[src/rtl/poly_pkg.sv]
// Shared sizes, opcodes, status codes and the command word layout of the
// polynomial evaluator. Imported by every RTL block.
`default_nettype none

package poly_pkg;

    localparam int word_w = 16;                 // data path width.
    localparam int num_slots = 8;
    localparam int max_order = 15;
    localparam int slot_depth = 16;             // words per slot.
    localparam int store_depth = num_slots * slot_depth;

    localparam int slot_w = $clog2(num_slots);
    localparam int order_w = $clog2(max_order + 1);
    localparam int addr_w = $clog2(store_depth);
    localparam int count_w = 8;                 // evb block length.

    localparam logic [1:0] op_stp = 2'd0;
    localparam logic [1:0] op_evp = 2'd1;
    localparam logic [1:0] op_evb = 2'd2;
    localparam logic [1:0] op_rst = 2'd3;

    localparam logic [word_w-1:0] st_ok = 16'd0;
    localparam logic [word_w-1:0] st_empty_slot = 16'd1;
    localparam logic [word_w-1:0] st_bad_count = 16'd2;

    // opcode and slot sit in the same bits in both views
    typedef union packed {
        struct packed {
            logic [1:0] opcode;
            logic [slot_w-1:0] slot;
            logic [order_w-1:0] order;
            logic [6:0] pad;
        } ld;
        struct packed {
            logic [1:0] opcode;
            logic [slot_w-1:0] slot;
            logic [count_w-1:0] count;
            logic [2:0] pad;
        } ev;
    } cmd_word_u;

endpackage

`default_nettype wire

[src/rtl/firing_ctrl.sv]
// Command fetch and firing control. Pops one command at a time, starts the
// matching engine and pushes its completion or results to the output FIFO.
`timescale 1ns/1ps
`default_nettype none

module firing_ctrl import poly_pkg::*;
(
    input  logic                clk,
    input  logic                rst,
    input  cmd_word_u           cmd_word,
    input  logic                cmd_empty,
    input  logic                out_full,
    input  logic                load_done,
    input  logic                res_valid,
    input  logic [word_w-1:0]   res_word,
    input  logic [word_w-1:0]   res_status,
    input  logic                eval_done,
    output logic                cmd_rd,
    output logic                load_start,
    output logic [slot_w-1:0]   load_slot,
    output logic [order_w-1:0]  load_order,
    output logic                eval_start,
    output logic [slot_w-1:0]   eval_slot,
    output logic [count_w-1:0]  eval_count,
    output logic                clr_all,
    output logic                res_taken,
    output logic                out_wr,
    output logic [word_w-1:0]   result_word,
    output logic [word_w-1:0]   status_word
);

    localparam logic [2:0] s_idle = 3'd0;
    localparam logic [2:0] s_stp_go = 3'd1;
    localparam logic [2:0] s_stp_wait = 3'd2;
    localparam logic [2:0] s_ev_go = 3'd3;
    localparam logic [2:0] s_ev_wait = 3'd4;
    localparam logic [2:0] s_rst = 3'd5;
    localparam logic [2:0] s_out = 3'd6;

    logic [2:0] state;
    cmd_word_u cmd_q;

    // fetch happens in the idle state itself, never in reset.
    assign cmd_rd = rst && (state == s_idle) && !cmd_empty;

    always_ff @(posedge clk or negedge rst)
    begin
        if (!rst)
            state <= s_idle;
        else
        begin
            case (state)
                s_idle:
                    if (!cmd_empty)
                    begin
                        case (cmd_word.ld.opcode)
                            op_stp:         state <= s_stp_go;
                            op_evp, op_evb: state <= s_ev_go;
                            default:        state <= s_rst;
                        endcase
                    end
                s_stp_go:   state <= s_stp_wait;
                s_stp_wait: if (load_done) state <= s_out;
                s_out:      if (!out_full) state <= s_idle;
                s_ev_go:    state <= s_ev_wait;
                s_ev_wait:  if (eval_done) state <= s_idle;   // after last result.
                default:    state <= s_idle;                  // s_rst is one cycle.
            endcase
        end
    end

    always_ff @(posedge clk)
    begin
        if (cmd_rd)
            cmd_q <= cmd_word;
    end

    // stp reads the load view, evp/evb the evaluate view.
    assign load_start = (state == s_stp_go);
    assign load_slot = cmd_q.ld.slot;
    assign load_order = cmd_q.ld.order;

    assign eval_start = (state == s_ev_go);
    assign eval_slot = cmd_q.ev.slot;
    assign eval_count = (cmd_q.ev.opcode == op_evb) ? cmd_q.ev.count : count_w'(1);

    assign clr_all = (state == s_rst);

    assign res_taken = (state == s_ev_wait) && res_valid && !out_full;
    assign out_wr = res_taken || ((state == s_out) && !out_full);
    assign result_word = (state == s_ev_wait) ? res_word : '0;     // stp reports zero.
    assign status_word = (state == s_ev_wait) ? res_status : st_ok;

endmodule

`default_nettype wire

[src/rtl/coef_loader.sv]
// STP engine. Pops order+1 coefficients, highest power first, into one slot
// of the coefficient store, then marks the slot loaded.
`timescale 1ns/1ps
`default_nettype none

module coef_loader import poly_pkg::*;
(
    input  logic                clk,
    input  logic                rst,
    input  logic                load_start,
    input  logic [slot_w-1:0]   load_slot,
    input  logic [order_w-1:0]  load_order,
    input  logic [word_w-1:0]   data_word,
    input  logic                data_empty,
    input  logic                ld_gnt,
    output logic                ld_req,
    output logic                ld_we,
    output logic [addr_w-1:0]   ld_addr,
    output logic [word_w-1:0]   ld_wdata,
    output logic                ld_pop,
    output logic                ld_set_order,
    output logic [order_w-1:0]  ld_order,
    output logic                load_done
);

    logic busy;
    logic act;
    logic [order_w-1:0] idx;
    logic [slot_w-1:0] slot_q;
    logic [order_w-1:0] order_q;

    assign ld_req = busy;
    assign act = busy && ld_gnt && !data_empty;   // one coefficient per cycle.

    assign ld_we = act;
    assign ld_pop = act;
    assign ld_addr = {slot_q, idx};               // slot * 16 + power.
    assign ld_wdata = data_word;
    assign ld_set_order = act && (idx == '0);
    assign ld_order = order_q;

    always_ff @(posedge clk or negedge rst)
    begin
        if (!rst)
        begin
            busy <= 1'b0;
            idx <= '0;
            load_done <= 1'b0;
        end
        else
        begin
            load_done <= ld_set_order;
            if (load_start)
            begin
                busy <= 1'b1;
                idx <= load_order;
            end
            else if (act)
            begin
                idx <= idx - 1'b1;
                if (idx == '0)
                    busy <= 1'b0;
            end
        end
    end

    always_ff @(posedge clk)
    begin
        if (load_start)
        begin
            slot_q <= load_slot;
            order_q <= load_order;
        end
    end

endmodule

`default_nettype wire

[src/rtl/horner_eval.sv]
// EVP/EVB engine. Evaluates one loaded slot at count x values by Horner's
// rule, modulo 2^16, and hands each result to the controller.
`timescale 1ns/1ps
`default_nettype none

module horner_eval import poly_pkg::*;
(
    input  logic                clk,
    input  logic                rst,
    input  logic                eval_start,
    input  logic [slot_w-1:0]   eval_slot,
    input  logic [count_w-1:0]  eval_count,
    input  logic [word_w-1:0]   data_word,
    input  logic                data_empty,
    input  logic                ev_gnt,
    input  logic [word_w-1:0]   ev_rdata,
    input  logic [order_w-1:0]  ev_order,
    input  logic                ev_loaded,
    input  logic                res_taken,
    output logic                ev_req,
    output logic [addr_w-1:0]   ev_addr,
    output logic                ev_pop,
    output logic                res_valid,
    output logic [word_w-1:0]   res_word,
    output logic [word_w-1:0]   res_status,
    output logic                eval_done
);

    localparam logic [1:0] s_idle = 2'd0;
    localparam logic [1:0] s_pop = 2'd1;
    localparam logic [1:0] s_step = 2'd2;
    localparam logic [1:0] s_res = 2'd3;

    logic [1:0] state;
    logic [count_w-1:0] left;          // x values still to go.
    logic [order_w-1:0] rem;           // power of the coefficient in ev_rdata.
    logic [order_w-1:0] order_q;
    logic [word_w-1:0] x_q;
    logic [word_w-1:0] acc;
    logic [word_w-1:0] status_q;
    logic start_ok;
    logic pop_go;
    logic step_go;

    assign start_ok = ev_loaded && (eval_count != '0);
    assign pop_go = (state == s_pop) && ev_gnt && !data_empty;
    assign step_go = (state == s_step) && ev_gnt;

    assign ev_req = (state == s_pop) || (state == s_step);
    assign ev_pop = pop_go;
    // pop cycle fetches the top coefficient, each step prefetches the next.
    assign ev_addr = {eval_slot, (state == s_pop) ? order_q : rem - 1'b1};

    assign res_valid = (state == s_res);
    assign res_word = acc;
    assign res_status = status_q;

    always_ff @(posedge clk or negedge rst)
    begin
        if (!rst)
        begin
            state <= s_idle;
            left <= '0;
            rem <= '0;
            eval_done <= 1'b0;
        end
        else
        begin
            eval_done <= 1'b0;
            case (state)
                s_idle:
                    if (eval_start)
                    begin
                        left <= start_ok ? eval_count : count_w'(1);
                        state <= start_ok ? s_pop : s_res;   // errors skip the pop.
                    end
                s_pop:
                    if (pop_go)
                    begin
                        rem <= order_q;
                        state <= s_step;
                    end
                s_step:
                    if (step_go)
                    begin
                        rem <= rem - 1'b1;
                        if (rem == '0)
                            state <= s_res;
                    end
                default:
                    if (res_taken)
                    begin
                        left <= left - 1'b1;
                        eval_done <= (left == count_w'(1));
                        state <= (left == count_w'(1)) ? s_idle : s_pop;
                    end
            endcase
        end
    end

    always_ff @(posedge clk)
    begin
        if ((state == s_idle) && eval_start)
        begin
            order_q <= ev_order;
            acc <= '0;
            if (!ev_loaded)
                status_q <= st_empty_slot;
            else
                status_q <= start_ok ? st_ok : st_bad_count;
        end
        if (pop_go)
        begin
            x_q <= data_word;
            acc <= '0;                 // first step then yields the top coefficient.
        end
        else if (step_go)
            acc <= acc * x_q + ev_rdata;
    end

endmodule

`default_nettype wire

[src/rtl/store_arbiter.sv]
// Coefficient store shared by the loader and the evaluator, with the order
// table and loaded flags. Grants the store and the data FIFO pop.
`timescale 1ns/1ps
`default_nettype none

module store_arbiter import poly_pkg::*;
(
    input  logic                clk,
    input  logic                rst,
    input  logic                clr_all,
    input  logic                ld_req,
    input  logic                ld_we,
    input  logic [addr_w-1:0]   ld_addr,
    input  logic [word_w-1:0]   ld_wdata,
    input  logic                ld_pop,
    input  logic                ld_set_order,
    input  logic [order_w-1:0]  ld_order,
    input  logic                ev_req,
    input  logic [addr_w-1:0]   ev_addr,
    input  logic                ev_pop,
    input  logic [slot_w-1:0]   eval_slot,
    output logic                ld_gnt,
    output logic                ev_gnt,
    output logic [word_w-1:0]   ev_rdata,
    output logic [order_w-1:0]  ev_order,
    output logic                ev_loaded,
    output logic                data_rd
);

    logic [word_w-1:0] mem [store_depth];
    logic [order_w-1:0] order_tab [num_slots];
    logic [num_slots-1:0] loaded;
    logic [slot_w-1:0] ld_slot;

    // loader first.
    assign ld_gnt = ld_req;
    assign ev_gnt = ev_req && !ld_req;

    assign ld_slot = ld_addr[addr_w-1 -: slot_w];
    assign data_rd = (ld_gnt && ld_pop) || (ev_gnt && ev_pop);

    always_ff @(posedge clk)
    begin
        if (ld_gnt && ld_we)
            mem[ld_addr] <= ld_wdata;
        if (ev_gnt)
            ev_rdata <= mem[ev_addr];  // held while the evaluator is not granted.
        if (ld_gnt && ld_set_order)
            order_tab[ld_slot] <= ld_order;
    end

    always_ff @(posedge clk or negedge rst)
    begin
        if (!rst)
            loaded <= '0;
        else if (clr_all)
            loaded <= '0;
        else if (ld_gnt && ld_set_order)
            loaded[ld_slot] <= 1'b1;
    end

    assign ev_order = order_tab[eval_slot];
    assign ev_loaded = loaded[eval_slot];

endmodule

`default_nettype wire

[src/rtl/poly_eval_top.sv]
// Polynomial evaluation actor. Connects the controller, both engines and the
// shared store to the command, data and output FIFO ports.
`timescale 1ns/1ps
`default_nettype none

module poly_eval_top import poly_pkg::*;
(
    input  logic                clk,
    input  logic                rst,
    input  cmd_word_u           cmd_word,
    input  logic                cmd_empty,
    output logic                cmd_rd,
    input  logic [word_w-1:0]   data_word,
    input  logic                data_empty,
    output logic                data_rd,
    output logic [word_w-1:0]   result_word,
    output logic [word_w-1:0]   status_word,
    input  logic                out_full,
    output logic                out_wr
);

    logic load_start;
    logic load_done;
    logic [slot_w-1:0] load_slot;
    logic [order_w-1:0] load_order;
    logic eval_start;
    logic eval_done;
    logic [slot_w-1:0] eval_slot;
    logic [count_w-1:0] eval_count;
    logic res_valid;
    logic res_taken;
    logic [word_w-1:0] res_word;
    logic [word_w-1:0] res_status;
    logic clr_all;

    logic ld_req;
    logic ld_gnt;
    logic ld_we;
    logic ld_pop;
    logic ld_set_order;
    logic [addr_w-1:0] ld_addr;
    logic [word_w-1:0] ld_wdata;
    logic [order_w-1:0] ld_order;
    logic ev_req;
    logic ev_gnt;
    logic ev_pop;
    logic ev_loaded;
    logic [addr_w-1:0] ev_addr;
    logic [word_w-1:0] ev_rdata;
    logic [order_w-1:0] ev_order;

    // port names match the nets one to one.
    firing_ctrl u_firing_ctrl (.*);

    coef_loader u_coef_loader (.*);

    horner_eval u_horner_eval (.*);

    store_arbiter u_store_arbiter (.*);

endmodule

`default_nettype wire

[config.mk]
export PLATFORM = sky130hd
export DESIGN_NAME = poly_eval_top
export DESIGN_NICKNAME = d
export VERILOG_FILES = /design/src/rtl/poly_pkg.sv /design/src/rtl/firing_ctrl.sv /design/src/rtl/coef_loader.sv /design/src/rtl/horner_eval.sv /design/src/rtl/store_arbiter.sv /design/src/rtl/poly_eval_top.sv
export SDC_FILE = /design/constraint.sdc
export NUM_CORES = 2
export LEC_CHECK = 0
export BUFFER_PORTS_ARGS = -buffer_cell sky130_fd_sc_hd__buf_2
export CAP_MARGIN = 20
export CORE_UTILIZATION = 60
export CTS_CLUSTER_DIAMETER = 100
export DETAILED_ROUTE_END_ITERATION = 8
export PLACE_DENSITY_LB_ADDON = 0.05
export SYNTH_ARGS = -nofsm -noshare
export SYNTH_HDL_FRONTEND = slang
export SYNTH_SLANG_ARGS = --single-unit
[constraint.sdc]
create_clock -name clk -period 10.5 [get_ports clk]
set_clock_uncertainty 0.1 [all_clocks]
set_input_delay 2.1 -clock clk [delete_from_list [all_inputs] [get_ports clk]]
set_output_delay 2.1 -clock clk [all_outputs]
set_load 0.02 [all_outputs]
* Yosys cells after proc, flatten, opt, wreduce, memory -nomap -nowiden
Memory sizes are Yosys's and may differ from the RTL's. A register that Yosys moved wholly into a read port is not among the register bits. Cells that the tools add are included.
Storage, ports and cells: register bits after elaboration 103, bits in writable memories 2080, input bits 37, output and inout port bits 35, logic and storage cells 138, memories 2
Operators by class: add/subtract/negate cells 4, $mul 1, magnitude comparators 3, eq/ne operators 21, multiplexer cells 45, bitwise logic cells 2, reduce and logical (&&, ||, !) cells 45
Memory list:
- u_store_arbiter.mem | words 128, width 16, rd ports 1, clocked after memory_dff 1, wr ports 1, line store_arbiter.sv:30 | logic [word_w-1:0] mem [store_depth];
- u_store_arbiter.order_tab | words 8, width 4, rd ports 1, clocked after memory_dff 1, wr ports 1, line store_arbiter.sv:31 | logic [order_w-1:0] order_tab [num_slots];
Operators by type and width (count):
- $mux 16 | 4
- $mux 8 | 6
- $mux 4 | 5
- $pmux 3 s6 | 1
- $logic_and 1x1->1 | 17
- $add 16x16->16 | 1
- $mul 16x16->16 | 1
- $pmux 8 s2 | 1
- $mux 2 | 7
- $mux 1 | 12
- $mux 3 | 4
- $reduce_bool 2->1 | 6
- $ne 2x1->1 const B | 5
- $eq 3x3->1 const B | 3
- $eq 2x2->1 const B | 4
- $eq 8x1->1 const B | 1
- $logic_not 4->1 | 2
- $lt 3x4->1 const B | 2
- $or 8x8->8 | 1
- $pmux 4 s2 | 1
- $reduce_bool 8->1 | 1
- $sub 4x1->4 const B | 2
- $sub 8x1->8 const B | 1
- $eq 3x2->1 const B | 2
- other kinds (20) | 31

* Depth between registers and ports, before layout
depth in word-level cells 7, mapped depth 21, depth with buffers taken out 20

* Hierarchy
A second synthesis with hierarchy kept.
Unflattened totals: cells, all modules 4095, area, all modules 88745.1 um^2
Modules (own cells, without submodules):
- store_arbiter | times used 1, cells an instance 3180, area each 80307.0 um^2, sequential area each 63140.6 um^2
- horner_eval | times used 1, cells an instance 770, area each 6806.5 um^2, sequential area each 1356.3 um^2
- firing_ctrl | times used 1, cells an instance 92, area each 998.5 um^2, sequential area each 465.4 um^2
- coef_loader | times used 1, cells an instance 53, area each 633.1 um^2, sequential area each 360.3 um^2

* Least setup slack after synthesis
OpenSTA, ideal clock, no wires.
path type register to register, from register u_horner_eval.x_q[1], to register u_horner_eval.acc[14], in the netlist u_horner_eval.res_word[14], library setup time 116 ps, data arrival time 5061 ps, required time 10284 ps, setup slack 5223 ps, cell stages (with the launch flop) 20, buffers on the path 1, period minus slack after synthesis 5277 ps, cell sequence edfxtp_1 clkbuf_1 and2_1 fa_1 inv_1 fa_1 fa_1 fa_1 inv_1 fa_1 inv_1 fa_1 inv_1 ha_1 nand3_1 nand2_1 a41o_1 o211ai_1 mux2i_1 nand2_1
Between the ends: word-level cells in the longest chain between the ends 3
Ends and longest elaborated chain:
- start: declaration | line horner_eval.sv:38 | logic [word_w-1:0] x_q;
- start signal: assignment | line horner_eval.sv:114 | x_q <= data_word;
- $mul 16x16->16 | line horner_eval.sv:118 | acc <= acc * x_q + ev_rdata;
- $add 16x16->16 | line horner_eval.sv:118
- $mux 16 | line horner_eval.sv:117 | else if (step_go)
- end signal: assignment | line horner_eval.sv:118
- end: declaration | line horner_eval.sv:39 | logic [word_w-1:0] acc;
No other way between the ends. A chain may end at the register's enable or synchronous reset.

* Worst setup path in the final report
from register u_horner_eval.state[1], to register u_store_arbiter.ev_rdata[6], read port of u_store_arbiter.mem, data pin
Between the ends: word-level cells in the longest chain between the ends 3, elaborated cells between the ends (all ways) 5, those cells by class 2 x eq/ne; 1 x mux; 2 x reduce/logical
Ends and longest elaborated chain:
- start: declaration | line horner_eval.sv:34 | logic [1:0] state;
- start signal: assignment | line horner_eval.sv:62 | state <= s_idle;
- start signal: assignment | line horner_eval.sv:75 | state <= start_ok ? s_pop : s_res;
- start signal: assignment | line horner_eval.sv:81 | state <= s_step;
- $eq 2x1->1 / $eq 2x2->1 (equally long branches) | line horner_eval.sv:49, horner_eval.sv:52
- $logic_or 1x1->1 | line horner_eval.sv:49 | assign ev_req = (state == s_pop) || (state == s_step);
- $logic_and 1x1->1 | line store_arbiter.sv:37 | assign ev_gnt = ev_req && !ld_req;
- end: declaration | line store_arbiter.sv:24 | output logic [word_w-1:0] ev_rdata,
Several ways; a longest one is shown, not always the timed one.

==> results.md <==
- Synth area leaders: edfxtp_1, mux4_2, nand2_1, fa_1, nand3_1
- Syn Inst Count: 4903
- Setup TNS: 0 ns
- Max-slew headroom: 20.8%
- Routed len/inst: 30.1 um
- GR Overflow Total: 0
- PortBufs: 54
- Compound-gate portion of the synthesized area: 2.20%
- Worst Path Arrival: 6.22 ns
- Simple-Gate Fraction of Synth Area: 6.10%
- Min-delay worst type: reg -> reg
- Main combinational cell family by area after synthesis: multiplexers
- Final hold slack: 0.388 ns
- Drt total wl: 217000 um
- PostCTS Resize Cnt: 0
- Cell Area, Synth: 89000 um^2
- Area growth, synth to finish: 10.8%
- Flops & latches, synth: 2186
- Seq/Total Area, Yosys: 73.4%
- First-pass GRT wire length: 315000 um
- R2R depth: 11
- Row count: 140
- Clk sinks: 2186
- Final nets: 5307
- Peak VDD IR: 0.457 mV
- Die Ht: 387 um
- Met3 wire length: 20200 um
- Result of the run: completed
- Cts bufs inserted: 212
- Worst hold path depth: 1
- Clk_lat worst skew: 0.85 ns
- Tmin final: 5.82 ns
- Final core utilization: 67.4%
- Leading area contributor after synthesis: edfxtp_1
- Max cap viols: 0
- Total power: 31.6 mW
- Via density: 6.41
- Vias in the first global route: 45500
- DRC viols: 0
- Mean area per synthesized cell: 18.2 um^2
- Layout cell share with drive strength beyond 1: 19.8%
- CTS tree: yes
- Total I/O pin count: 72
- CTS root buf: clkbuf_16
- Wire length on met2: 102000 um
- Post-Synth XOR/XNOR Area: 0.429%
- FF-to-FF setup slack: 4.68 ns
- Worst-path clk slew: 0.07 ns
- CTS Buffer Depth: 3
- Die X: 387 um
- Setup WS post-layout: 4.68 ns
- P per Cell Area: 320 nW/um^2
- Final Hold Fails: 0
- Via count: 46100
- Post-Synth Adder-Cell Area: 3.00%
- Max Slew Vio Count: 0
- Routability cong.: 0.870
- Drt first pass iters: 5
- Die ar.: 150000 um^2
- Hold_buf cts: 0
- Highest metal used: met4
- Lkg Pwr: 32.5 nW
- H-tree depth: 4
- Slew @ Worst Pin: 1.19 ns
- Nature of the critical path endpoint: flip-flop
- WS Path Type: reg -> reg
- Final setup vio count: 0
- Startpoint Class: flip-flop
- CP Max Fanout: 71
- Tot GR Track Use: 29.4%
- Period utilisation layout: 55.4%
- Fillcell total: 9706
- Antenna violations before repair: 2
- Unique masters post-synth: 66
- Initial core utilization: 60.8%
- Max Freq: 172 MHz
- DP HPWL: 128000 um
- Initial drt markers: 5100
- Unrepaired setup endpoints after global routing: false
- Req. time, crit path: 10.90 ns
- Worst slack at placement: 4.60 ns
- Synth async-reset ratio: 1.46%
- Setup bufs post-CTS: 0
- Ys Warns: 0
- Post-synth top flop: edfxtp_1
- Routed Antenna Nets: 0
- Core Area: 146000 um^2
- Top-area cell type share of the netlist area: 72.1%
- Mux contribution to synthesized area: 12.5%
- Pin count of the biggest net entering global routing: 106
- Post-synth EDFFs: 2138
- Wl on met1: 87000 um
[routing by layer]
layer	global-route usage (%)	vias to the layer above
li1	-	19500
met1	43.4	24100
met2	45.0	2235
met3	5.14	332
met4	10.4	0
met5	0	-
[where the power goes]
part | total, mW | internal [mW] | switching (mW)
Clock | 7.19 | 4.04 | 3.16
Sequential | 10.1 | 9.81 | 0.246
Combinational | 14.3 | 5.82 | 8.48
[cell usage in the layout, fill, tap and decap left out, drive strengths merged, types with 24 or more instances in the layout]
cell type,netlist,final
a31oi,33,33
nor2,195,195
clkinv,1,103
buf,175,257
mux2i,32,32
edfxtp,2138,2138
a32oi,24,24
a22oi,34,34
nand3,202,202
ha,63,63
nor3,27,27
xnor2,30,30
inv,179,185
dfrtp,32,32
nand2,654,654
mux4,478,478
fa,94,94
and2,76,76
nand4,29,29
clkbuf,99,263
a21oi,125,125
[cell usage after synthesis (2+ instances only)]
library cell and instances:
dfxtp_1 16, nor2_1 193, or3_1 7, o21ai_0 15, o22a_1 4, a221o_1 5, nor3_1 26, a31oi_1 32
nor2b_1 11, a311oi_1 2, edfxtp_1 2138, o311ai_1 9, o221ai_1 3, o211ai_1 4, xor2_1 11, buf_2 90
fa_1 94, nor4_1 23, buf_6 8, nand3b_1 3, o21a_1 11, nand2b_1 8, buf_1 17, o31ai_1 3
dfrtp_1 32, nand3_1 202, a21o_1 7, and2_1 76, o22ai_1 12, mux2i_1 32, inv_1 179, clkbuf_1 99
mux2_2 4, ha_1 63, a22oi_1 34, nand2_1 653, a21oi_1 125, nand4_1 29, buf_4 60, mux4_2 478
nor3b_1 5, a32oi_1 24, and3_1 4, xnor2_1 30
[state kept, by name, summed over array words and instances, names as in the netlist]
name / count
u_horner_eval.res_word: 16
u_horner_eval.res_status: 2
u_horner_eval.state: 2
u_store_arbiter.mem: 2048
u_firing_ctrl.cmd_q: 13
u_coef_loader.ld_order: 4
u_store_arbiter.ev_rdata: 16
u_horner_eval.x_q: 16
u_firing_ctrl.state: 3
u_coef_loader.slot_q: 3
u_horner_eval.rem: 4
u_coef_loader.ld_req: 1
u_coef_loader.idx: 4
u_horner_eval.order_q: 4
u_horner_eval.eval_done: 1
u_horner_eval.left: 8
u_store_arbiter.loaded: 8
u_coef_loader.load_done: 1
u_store_arbiter.order_tab: 32
[through the flow]
step                      cells  cell area, um^2
after detailed placement   6813            92100
after floorplan            4916            89100
after global routing       7201            98600
final                      7203            98600
after CTS                  7198            98600
after global placement     6812            92100
[worst max-delay path, stage by stage, from the launching register on]
cell and delay (ns):
dfrtp_1 0.44, inv_1 0.10, ha_1 0.61, nor2_1 0.18, a21oi_4 0.43, buf_12 0.50
buf_4 0.57, mux4_2 0.58, a22oi_1 0.49, nand3_1 0.25, nor3_1 0.70, o311ai_1 0.37
[path summary, 6_finish.rpt]
check | startpoint | end
max in group asynchronous | rst | u_coef_loader.idx[2]$_DFFE_PN0P_
min | u_store_arbiter.loaded[2]$_DFFE_PN0P_ | u_store_arbiter.loaded[2]$_DFFE_PN0P_
max reg2reg | u_horner_eval.state[1]$_DFFE_PN0P_ | u_store_arbiter.ev_rdata[6]$_DFFE_PP_
min reg2reg | u_store_arbiter.loaded[2]$_DFFE_PN0P_ | u_store_arbiter.loaded[2]$_DFFE_PN0P_
max | u_horner_eval.state[1]$_DFFE_PN0P_ | u_store_arbiter.ev_rdata[6]$_DFFE_PP_
min in group asynchronous | rst | u_horner_eval.left[4]$_DFFE_PN0P_
[cell families (layout without fill, tap and decap cells)]
group           Yosys count  count (layout)
fa+ha+maj               157             157
simple gates           1247            1247
compound gates          302             302
xor+xnor                 42              42
flops                  2186            2186
mux                     514             514
other cells               1              16
buf+inv                 454             822
[final cells by class]
| cell class | count | area (um^2) | share of cell area [%] |
|---|---|---|---|
| clock buffer | 263 | 5610 | 5.69 |
| timing repair buffer | 257 | 2000 | 2.03 |
| antenna | 2 | 5.00 | 0.00507 |
| clock inverter | 122 | 898 | 0.911 |
| tap | 1917 | 2400 | 2.43 |
| inverter | 180 | 676 | 0.685 |
| multi-input combinational | 2276 | 21700 | 22.0 |
| sequential | 2186 | 65300 | 66.2 |
No activity file was read; power rests on OpenSTA's default activity.
